## config.mk

```make
export PLATFORM = sky130hd
export DESIGN_NAME = array_sequencer
export DESIGN_NICKNAME = d
export VERILOG_FILES = /design/src/hdl/mac_pkg.sv /design/src/hdl/array_sequencer.sv
export SDC_FILE = /design/constraint.sdc
export NUM_CORES = 1
export LEC_CHECK = 0
export ABC_AREA = 1
export BUFFER_PORTS_ARGS = -buffer_cell sky130_fd_sc_hd__buf_2
export CELL_PAD_IN_SITES_DETAIL_PLACEMENT = 1
export CELL_PAD_IN_SITES_GLOBAL_PLACEMENT = 2
export CORE_MARGIN = 2
export CORE_UTILIZATION = 27
export DETAILED_ROUTE_END_ITERATION = 10
export PLACE_DENSITY_LB_ADDON = 0.12
export SYNTH_ARGS = -nofsm -noshare
export SYNTH_HDL_FRONTEND = slang
export SYNTH_SLANG_ARGS = --single-unit
export TNS_END_PERCENT = 30
```

## constraint.sdc

```tcl
create_clock -name clk -period 3.6 [get_ports clk]
set_clock_uncertainty 0.15 [all_clocks]
set_input_delay 0.72 -clock clk [delete_from_list [all_inputs] [get_ports clk]]
set_output_delay 0.72 -clock clk [all_outputs]
set_load 0.01 [all_outputs]
```

## src/hdl/mac_pkg.sv

```systemverilog
// MAC array shared types
package mac_pkg;

    // ==================================================
    // Sizes
    // ==================================================
    localparam int ARRAY_N = 4;     // Grid side and matrix dimension
    localparam int DATA_W  = 8;
    localparam int ACC_W   = 32;
    localparam int ADDR_W  = (ARRAY_N > 1) ? $clog2(ARRAY_N) : 1;

    // Scalars and rows
    typedef logic signed [DATA_W-1:0] data_t;
    typedef logic signed [ACC_W-1:0]  acc_t;
    typedef data_t [ARRAY_N-1:0]      op_row_t;
    typedef acc_t  [ARRAY_N-1:0]      acc_row_t;

    // ==================================================
    // Bundles
    // ==================================================
    // Host write of one operand row
    typedef struct packed {
        logic              we_a;
        logic              we_b;
        logic [ADDR_W-1:0] addr;
        op_row_t           row;
    } op_wr_t;

    // Host write of one column bias
    typedef struct packed {
        logic              en;
        logic [ADDR_W-1:0] addr;
        acc_t              data;
    } bias_wr_t;

    // Phase strobes from the sequencer
    typedef struct packed {
        logic              grid_en;
        logic              clear_acc;
        logic              load_en;
        logic              flush;
        logic              drain_en;
        logic [ADDR_W-1:0] row;      // Load row or drain row
    } seq_ctrl_t;

    typedef enum logic [2:0] {IDLE, CLEAR, LOAD, FLUSH, DRAIN, DONE} seq_state_e;

    typedef enum logic {ACT_NONE = 1'b0, ACT_RELU = 1'b1} act_func_e;

endpackage
```

## src/hdl/array_sequencer.sv

```systemverilog
// Run phase sequencer
`timescale 1ns/1ps

module array_sequencer import mac_pkg::*; (
    input  logic      clk,
    input  logic      rst_n,
    input  logic      start,
    input  logic      acc_mode,
    output seq_ctrl_t ctrl,
    output logic      busy,
    output logic      done
);

    // Longest phase is the flush, 2N-1 cycles
    localparam int CNT_W = $clog2(2 * ARRAY_N);

    seq_state_e       state_q;
    logic [CNT_W-1:0] cnt_q;

    // ==================================================
    // Phase FSM
    // ==================================================
    always_ff @(posedge clk or negedge rst_n) begin
        if (!rst_n) begin
            state_q <= IDLE;
            cnt_q   <= '0;
        end else begin
            case (state_q)
                IDLE: begin
                    cnt_q <= '0;
                    // Accumulate mode keeps the old sums
                    if (start) begin
                        state_q <= acc_mode ? LOAD : CLEAR;
                    end
                end
                CLEAR: begin
                    state_q <= LOAD;
                    cnt_q   <= '0;
                end
                LOAD: begin
                    if (cnt_q == CNT_W'(ARRAY_N - 1)) begin
                        state_q <= FLUSH;
                        cnt_q   <= '0;
                    end else begin
                        cnt_q <= cnt_q + 1'b1;
                    end
                end
                FLUSH: begin
                    // Lets the last skewed operands cross the grid
                    if (cnt_q == CNT_W'(2 * ARRAY_N - 2)) begin
                        state_q <= DRAIN;
                        cnt_q   <= '0;
                    end else begin
                        cnt_q <= cnt_q + 1'b1;
                    end
                end
                DRAIN: begin
                    if (cnt_q == CNT_W'(ARRAY_N - 1)) begin
                        state_q <= DONE;
                        cnt_q   <= '0;
                    end else begin
                        cnt_q <= cnt_q + 1'b1;
                    end
                end
                default: begin
                    state_q <= IDLE;
                    cnt_q   <= '0;
                end
            endcase
        end
    end

    // ==================================================
    // Per-phase strobes
    // ==================================================
    always_comb begin
        ctrl           = '0;
        ctrl.clear_acc = (state_q == CLEAR);
        ctrl.load_en   = (state_q == LOAD);
        ctrl.flush     = (state_q == FLUSH);
        ctrl.grid_en   = (state_q == LOAD) || (state_q == FLUSH);
        ctrl.drain_en  = (state_q == DRAIN);
        // Row index only means something while loading or draining
        if ((state_q == LOAD) || (state_q == DRAIN)) begin
            ctrl.row = cnt_q[ADDR_W-1:0];
        end
    end

    assign busy = (state_q != IDLE);
    assign done = (state_q == DONE);

endmodule

```

==> results of run 1 <==
routing by layer:
metal	GRT usage, %	up-vias	wire, um
met5	0	-	0
met4	7.06	0	11
met3	6.00	2	72
met2	18.0	10	451
met1	19.2	187	527
li1	-	217	-
worst max-delay path: stages, from the launching register on:
cell and delay (ns):
dfrtp_1 0.46, nor2_2 0.22, nand2_4 0.10, nand2_4 0.11, inv_2 0.04, nor2_1 0.09
buf_2 0.14
power breakdown:
part           internal, W  leakage (nW)  switching [W]
registers        0.0000966        0.0749      0.0000357
logic             0.000102         0.254       0.000168
clock network    0.0000379        0.0138      0.0000269
cells by family (layout without fill, tap and decap cells):
kind of cell / Yosys count / in the layout / share of synthesized area, %
simple gates: 32 / 32 / 37.6
buf+inv: 15 / 30 / 12.5
flops: 6 / 6 / 33.4
fa+ha+maj: 4 / 4 / 11.1
compound gates: 4 / 4 / 5.29
how the worst max path moves through the flow:
stage	endpoint	depth (start not counted)	slack (ns)
after detailed placement	ctrl[1]	6	1.59
after global routing	ctrl[1]	6	1.22
final	ctrl[1]	6	1.31
after floorplan	ctrl[0]	5	1.72
after global placement	ctrl[1]	6	1.61
after CTS	ctrl[1]	6	1.30
cell type report:
type	instances	area, um2
tap	16	20.0
timing repair buffer	12	60.1
multi-input combinational	40	243
fill	199	990
inverter	15	56.3
clock buffer	3	22.5
sequential	6	150
synthesized netlist by cell type:
master	n
inv_1	12
nand2_1	11
dfrtp_1	6
nand3_1	6
nor2_1	5
ha_1	4
inv_2	3
nand2_2	3
nand2_4	2
nor3_1	2
o21ai_1	2
a21oi_1	1
a21oi_2	1
nand3_2	1
nor2_2	1
nor2_4	1
flip-flops by register name, indices dropped and copies added, names as in the netlist:
signal and count:
cnt_q 3, state_q 3
per-stage QoR:
step           hold WS (ns)  worst slack (ns)  std cells  area [um2]
2_1_floorplan         0.274              1.72         61         449
3_3_place_gp          0.330              1.61         89         529
3_5_place_dp          0.328              1.59         89         529
4_1_cts               0.136              1.30         92         552
5_1_grt               0.137              1.22         92         552
6_report              0.138              1.31         92         552
==> impl_metrics.py, run 1 <==
metrics = {
    "run_status": {
        "status": "completed",
    },
    "cts": {
        "clockBufferDepth": 2,
        "cts_tree": "yes",
        "root_buffer": "clkbuf_4",
        "insertion_delay_ns": 0.25,
        "cts_resized": 0,
        "hold_buffers": 0,
        "clk_pin_slew_ns": 0.05,
        "cts_setup_buffers": 0,
        "cts_max_level": 1,
        "clkSinkCount": 6,
        "cts_buffers": 3,
    },
    "final_layout": {
        "utilization_pct": 35.8,
        "final_cell_mix": "inv_1, buf_2, nand2_1",
        "syn_to_final_growth_pct": 22.8,
        "drive_gt1_share_pct": 35.5,
        "diodes": 0,
        "fin_nets": 86,
    },
    "setup_path": {
        "required_ns": 2.73,
        "reg2reg_slack_ns": 2.16,
        "cp_max_fo": 7,
        "worstSetupStartpoint": "state_q[1]",
        "cp-start-kind": "flip-flop",
        "worstSetupPathType": "reg2out",
        "timing.rr.end": "state_q[1]",
        "critPathCaptureType": "output port",
        "regToRegStartpoint": "cnt_q[0]",
        "worstPathArrival_ns": 1.42,
        "worst-r2r-cell-count": 6,
    },
    "synthesis": {
        "synth_warnings": 0,
        "yosys-top-cells-area": "dfrtp_1, ha_1, inv_1",
        "synth_fp_nets": 69,
        "yosysTopAreaCell": "dfrtp_1",
        "seq_area_frac_synth_pct": 33.4,
        "synth_area_um2": 449,
        "syn-instance-count": 61,
        "avgSynthCellArea_um2": 7.36,
        "synth_top_area_share_pct": 33.4,
        "yosysUniqueCellTypes": 16,
        "ys_ff_latch": 6,
    },
    "timing": {
        "rsz0062_at_grt": "no",
        "min_period_over_period_pct": 63.6,
        "fmax_mhz": 437,
        "maxSlewViolCount": 0,
        "max_slew.worst_pin.slew_ns": 0.293,
        "setup_viol": 0,
        "max_slew_margin_pct": 80.5,
        "fin_tns_setup_ns": 0,
        "period_minus_slack_ns": 2.29,
        "final-hold-violation-count": 0,
    },
    "detailed_routing": {
        "routed_wl_mm": 1.06,
        "wl_per_cell_um": 11.6,
        "viasPerCell": 4.52,
        "dr.pass1.iters": 4,
        "antenna_left": 0,
        "drc": 0,
        "vias": 416,
        "drtIter0Drc": 7,
    },
    "global_route": {
        "grt_max_degree": 8,
        "grt_pass1_wl_mm": 1.90,
        "antenna_found_initial": 0,
        "grt_remaining_overflow": 0,
        "grt_usage_pct": 13.8,
        "grt_pass1_vias": 428,
    },
    "floorplan": {
        "die_w_um": 44.8,
        "start_util_pct": 29.1,
        "die-area_um2": 2010,
        "ios": 13,
        "core-area_um2": 1540,
        "die_h_um": 44.8,
        "num_rows": 14,
    },
    "pwr": {
        "p_leak_nw": 0.343,
        "irDropWorstVdd_v": 0.000359,
        "p_per_area_nw_per_um2": 846,
        "finalPower_w": 0.000467,
    },
    "placement": {
        "numPortBuffers": 12,
        "dp_hpwl_um": 900,
        "routabilityCongestion": 0.817,
    },
    "run": {
        "drv_cap": 0,
    },
    "min_path": {
        "min_path_type": "in2async",
    },
}
Power figures use the tool's default switching activity.
==> run 2: changes to the inputs <==
--- a/config.mk
+++ b/config.mk
@@ -5,12 +5,12 @@
 export SDC_FILE = /design/constraint.sdc
 export NUM_CORES = 1
 export LEC_CHECK = 0
-export ABC_AREA = 1
+export ABC_AREA = 0
 export BUFFER_PORTS_ARGS = -buffer_cell sky130_fd_sc_hd__buf_2
 export CELL_PAD_IN_SITES_DETAIL_PLACEMENT = 1
 export CELL_PAD_IN_SITES_GLOBAL_PLACEMENT = 2
 export CORE_MARGIN = 2
-export CORE_UTILIZATION = 27
+export CORE_UTILIZATION = 28
 export DETAILED_ROUTE_END_ITERATION = 10
 export PLACE_DENSITY_LB_ADDON = 0.12
 export SYNTH_ARGS = -nofsm -noshare
==> constraint.sdc (replaced) <==
create_clock -name clk -period 2.21 [get_ports clk]
set_clock_uncertainty 0.15 [all_clocks]
set_input_delay 0.442 -clock clk [delete_from_list [all_inputs] [get_ports clk]]
set_output_delay 0.442 -clock clk [all_outputs]
set_load 0.01 [all_outputs]
==> run 2 against run 1 <==
Sequential share of layout area is 1.0 points higher. Setup slack worse by 1.1 ns. Wire length decreased by 6.7%. Core utilization rose by 0.34 points.
==> impl_metrics.py, run 2 <==
metrics = {
    "cts": {
        "cts_tree": "yes",
        "insertion_delay_ns": 0.23,
        "root_buffer": "clkbuf_4",
        "cts_max_level": 1,
        "cts_buffers": 3,
        "clk_pin_slew_ns": 0.04,
        "cts_resized": 0,
        "clockBufferDepth": 2,
        "clkSinkCount": 6,
    },
    "global_route": {
        "grt_max_degree": 12,
        "grt_pass1_wl_mm": 1.55,
        "grt_remaining_overflow": 0,
        "antenna_found_initial": 0,
        "grt_pass1_vias": 348,
        "grt_usage_pct": 11.3,
    },
    "floorplan": {
        "ios": 13,
        "die_h_um": 43.3,
        "core-area_um2": 1470,
        "start_util_pct": 29.3,
        "die_w_um": 43.3,
        "num_rows": 14,
        "die-area_um2": 1870,
    },
    "synthesis": {
        "yosys-top-cells-count": "dfrtp_1, inv_1, ha_1, nor2_1",
        "yosysTopAreaCell": "dfrtp_1",
        "synth_area_um2": 432,
        "synth_fp_nets": 52,
        "yosysUniqueCellTypes": 26,
        "seq_area_frac_synth_pct": 34.8,
        "synth_flop_cell": "dfrtp_1",
        "async_flop_share_pct": 100,
        "syn-instance-count": 44,
        "synth_warnings": 0,
        "synth_edf_count": 0,
        "ys_ff_latch": 6,
        "yosys-top-cells-area": "dfrtp_1, ha_1, inv_1",
        "avgSynthCellArea_um2": 9.81,
        "synth_top_area_share_pct": 34.8,
    },
    "run_status": {
        "status": "completed",
    },
    "pwr": {
        "p_per_area_nw_per_um2": 1370,
        "p_comb_share_pct": 54.8,
        "p_seq_share_pct": 32.2,
        "switching_share_pct": 43.9,
        "p_int_w": 0.000408,
        "p_leak_nw": 0.242,
        "switchingPower_w": 0.000319,
        "clkPwrFrac_pct": 13.0,
        "irDropWorstVdd_v": 0.000558,
    },
    "final_layout": {
        "largestRegisters": "cnt_q x3, state_q x3",
        "drive_gt1_share_pct": 36.2,
        "diodes": 0,
        "fin_nets": 68,
        "final_cell_mix": "buf_2, inv_1, dfrtp_1",
        "fillers": 182,
        "syn_to_final_growth_pct": 23.2,
        "utilization_pct": 36.1,
        "final_common_cell": "buf_2",
    },
    "setup_path": {
        "timing.rr.end": "state_q[0]",
        "regToRegStartpoint": "cnt_q[0]",
        "reg2reg_slack_ns": 0.77,
        "critPathCaptureType": "output port",
        "cp_slowest_cell": "dfrtp_1",
        "cp_max_fo": 11,
        "slowest_delay_ns": 0.50,
        "worst-r2r-cell-count": 4,
        "worstSetupPathType": "reg2out",
        "worstSetupStartpoint": "state_q[0]",
        "required_ns": 1.62,
        "crit_chain": "nor3b_4 -> nor2_2 -> nor2b_1 -> buf_2",
        "worstPathArrival_ns": 1.43,
        "cp-start-kind": "flip-flop",
    },
    "timing": {
        "max_slew.worst_pin.slew_ns": 0.370,
        "maxSlewViolCount": 0,
        "fmax_mhz": 495,
        "setup_viol": 0,
        "final-hold-violation-count": 0,
        "max_slew_margin_pct": 75.3,
        "min_period_over_period_pct": 91.5,
        "rsz0062_at_grt": "no",
        "period_minus_slack_ns": 2.02,
        "fin_tns_setup_ns": 0,
    },
    "min_path": {
        "min_path_cells": 1,
        "min_path_type": "reg2reg",
        "min-delay-start": "cnt_q[0]",
        "hold-path-endpoint": "cnt_q[0]",
    },
    "placement": {
        "routabilityCongestion": 0.776,
        "dp_hpwl_um": 827,
        "numPortBuffers": 12,
    },
    "detailed_routing": {
        "dr.pass1.iters": 2,
        "drtIter0Drc": 4,
        "routed_wl_um": 992,
        "antenna_left": 0,
        "viasPerCell": 4.99,
        "wl_per_cell_um": 13.4,
        "vias": 369,
        "drc": 0,
    },
    "run": {
        "drv_cap": 0,
    },
}
-- run 2: cells by family (layout without fill, tap and decap cells) --
family,after synthesis,count (layout),share of synthesized area [%]
AOI/OAI and AO/OA,9,9,18.0
and+or+nand+nor,17,17,27.5
DFF,6,6,34.8
buffers and inverters,8,22,8.12
adders and majority gates,4,4,11.6
-- run 2: worst max-delay path by stage --
stage | cells after the start | to
after floorplan | 4 | ctrl[1]
after CTS | 4 | ctrl[1]
final | 4 | ctrl[1]
after global placement | 4 | ctrl[1]
after global routing | 4 | ctrl[1]
after detailed placement | 4 | ctrl[1]
-- run 2: timing repair --
item                                   4_1_cts  5_1_grt
buffers inserted                             0        0
hold buffers                                 1        0
endpoints found under the hold margin        6        0
-- run 2: worst max-delay path, delay by kind of cell (launching register included) --
kind | cells | cell delay (ns)
simple gates | 3 | 0.55
flops | 1 | 0.50
buf+inv | 1 | 0.14
-- run 2: per-layer routing --
metal / vias up / part of all wire (%) / GRT usage, % / routed length, um
met2: 5 / 51 / 17.3 / 506
met4: 0 / 0.40 / 7.27 / 4
met5: - / 0 / 0 / 0
met1: 180 / 45 / 14.3 / 442
li1: 182 / - / - / -
met3: 2 / 3.9 / 2.13 / 39
-- run 2: power groups by stage --
stage	clock, W	combinational (W)	sequential, W
floorplan	0	0.000333	0.000189
global placement	0	0.000404	0.000228
detailed placement	0	0.000404	0.000236
CTS	0.000102	0.000408	0.000234
global route	0.000108	0.000443	0.000246
finish	0.0000943	0.000399	0.000235
-- run 2: area by class of cell --
type | instances | area, um2 | area share, %
timing repair buffer | 13 | 70.1 | 13.2
tap | 16 | 20.0 | 3.76
inverter | 6 | 22.5 | 4.24
multi-input combinational | 30 | 246 | 46.4
clock buffer | 3 | 22.5 | 4.24
sequential | 6 | 150 | 28.2
-- run 2: stage by stage --
step                      hold WS, ns  setup slack, ns  instances  instance area [um2]  total power (W)
after floorplan              -0.00359            0.491         44                  432         0.000523
after global placement          0.121            0.513         70                  499         0.000633
after detailed placement        0.126            0.449         70                  499         0.000640
after CTS                       0.314            0.189         74                  532         0.000744
after global routing            0.358            0.113         74                  532         0.000797
final                           0.310            0.189         74                  532         0.000728
==> run 3: changes to the inputs <==
--- a/config.mk
+++ b/config.mk
@@ -7,12 +7,10 @@
 export LEC_CHECK = 0
 export ABC_AREA = 0
 export BUFFER_PORTS_ARGS = -buffer_cell sky130_fd_sc_hd__buf_2
-export CELL_PAD_IN_SITES_DETAIL_PLACEMENT = 1
-export CELL_PAD_IN_SITES_GLOBAL_PLACEMENT = 2
-export CORE_MARGIN = 2
-export CORE_UTILIZATION = 28
+export CORE_AREA = 2 2 39 41
 export DETAILED_ROUTE_END_ITERATION = 10
-export PLACE_DENSITY_LB_ADDON = 0.12
+export DIE_AREA = 0 0 41 43
+export PLACE_DENSITY = 0.55
 export SYNTH_ARGS = -nofsm -noshare
 export SYNTH_HDL_FRONTEND = slang
 export SYNTH_SLANG_ARGS = --single-unit
==> run 3 against run 2 <==
Via count is 0.27% higher. Hold slack better by 0.018 ns. Cell count stayed put. Flip-flop and latch count stayed put. Non-clock buffer count stayed put. Register-to-register slack better by 0.02 ns. Die area is 5.8% lower. Count of clock-buffer cells in the layout stayed put. Power is 1.8% lower. Largest cell class unchanged.
==> impl_metrics.py, run 3 (synthesis results as in run 2) <==
metrics = {
    "run_status": {
        "status": "completed",
    },
    "detailed_routing": {
        "dr.pass1.iters": 4,
        "vias": 370,
        "viasPerCell": 5.00,
        "wl_per_cell_um": 11.0,
        "drtIter0Drc": 4,
        "routed_wl_um": 813,
        "drc": 0,
        "antenna_left": 0,
    },
    "timing": {
        "maxSlewViolCount": 0,
        "max_slew_margin_pct": 75.1,
        "min_period_over_period_pct": 91.6,
        "fin_tns_setup_ns": 0,
        "period_minus_slack_ns": 2.03,
        "final-hold-violation-count": 0,
        "max_slew.worst_pin.slew_ns": 0.373,
        "rsz0062_at_grt": "no",
        "fmax_mhz": 494,
        "setup_viol": 0,
    },
    "final_layout": {
        "largestRegisters": "cnt_q x3, state_q x3",
        "utilization_pct": 38.4,
        "drive_gt1_share_pct": 36.2,
        "stdcell_area_um2": 532,
        "diodes": 0,
        "fin_cells": 74,
        "fillers": 158,
        "final_common_cell": "buf_2",
        "fin_nets": 68,
        "multi_input_area_um2": 246,
        "regArea_um2": 150,
        "final_cell_mix": "buf_2, inv_1, dfrtp_1",
        "syn_to_final_growth_pct": 23.2,
    },
    "placement": {
        "dp_hpwl_um": 640,
        "dpl_cell_area_um2": 499,
        "place_inst": 70,
        "routabilityCongestion": 0.714,
        "numPortBuffers": 12,
    },
    "pwr": {
        "irDropWorstVdd_v": 0.000733,
        "p_per_area_nw_per_um2": 1340,
        "p_leak_nw": 0.242,
    },
    "global_route": {
        "grt_pass1_wl_mm": 1.32,
        "grt_pass1_vias": 335,
        "grt_usage_pct": 11.0,
        "grt_remaining_overflow": 0,
        "antenna_found_initial": 0,
        "grt_max_degree": 12,
    },
    "setup_path": {
        "cp-start-kind": "flip-flop",
        "cp_max_fo": 11,
        "required_ns": 1.62,
        "slowest_delay_ns": 0.50,
        "critPathCaptureType": "output port",
        "worstPathArrival_ns": 1.43,
        "worstSetupPathType": "reg2out",
        "crit_chain": "nor3b_4 -> nor2_2 -> nor2b_1 -> buf_2",
        "cp_slowest_cell": "dfrtp_1",
    },
    "floorplan": {
        "start_util_pct": 31.2,
        "die-area_um2": 1760,
        "num_rows": 14,
        "ios": 13,
        "die_h_um": 43,
        "die_w_um": 41,
        "core-area_um2": 1380,
    },
    "cts": {
        "cts_setup_buffers": 0,
        "cts_max_level": 1,
        "cts_buffers": 3,
        "clk_pin_slew_ns": 0.04,
        "root_buffer": "clkbuf_4",
        "clkSinkCount": 6,
        "insertion_delay_ns": 0.24,
        "cts_tree": "yes",
        "clockBufferDepth": 2,
        "hold_buffers": 1,
        "cts_resized": 0,
    },
    "run": {
        "drv_cap": 0,
    },
    "min_path": {
        "min_path_type": "reg2reg",
    },
}
## run 3: cell counts in the layout (fill, tap and decap cells not counted)
Identical to the previous run, type by type.
## run 3: worst max-delay path, delay by kind of cell (launching register included)
kind,cells,cell delay [ns]
flops,1,0.50
buf+inv,1,0.13
simple gates,3,0.56
## run 3: worst paths after layout
check / from / endpoint / slack, ns / depth (start not counted)
worst min-delay path: cnt_q[0] / cnt_q[0] / 0.33 / 1
worst max-delay path: state_q[0] / ctrl[1] / 0.18 / 4
max in group asynchronous: rst_n / cnt_q[0] / 1.37 / 2
min in group asynchronous: rst_n / state_q[2] / 0.40 / 2
worst min register to register: cnt_q[0] / cnt_q[0] / 0.33 / 1
worst max register to register: cnt_q[0] / state_q[0] / 0.79 / 4
## run 3: per-layer routing
layer  global-route usage (%)  wire (um)  up-vias  part of all wire, %
li1                         -          -      188                    -
met1                     13.8        352      170                   43
met2                     17.2        394       12                   48
met3                     6.28         65        0                  8.0
met4                        0          0        0                    0
met5                        0          0        -                    0
## run 3: report_power, final
part	total (W)	internal, W	switching (W)
logic	0.000382	0.000190	0.000192
registers	0.000236	0.000156	0.0000803
clock network	0.0000965	0.0000611	0.0000354
## run 3: cell type report
cell class | instances | area share (%)
tap | 16 | 3.76
timing repair buffer | 13 | 13.2
sequential | 6 | 28.2
multi-input combinational | 30 | 46.4
clock buffer | 3 | 4.24
inverter | 6 | 4.24
## run 3: per-stage QoR
stage | hold slack (ns) | power [W] | setup WS, ns
floorplan | -0.00359 | 0.000523 | 0.491
global placement | 0.121 | 0.000628 | 0.447
detailed placement | 0.122 | 0.000629 | 0.448
CTS | 0.337 | 0.000731 | 0.169
global route | 0.347 | 0.000783 | 0.0664
finish | 0.328 | 0.000715 | 0.185
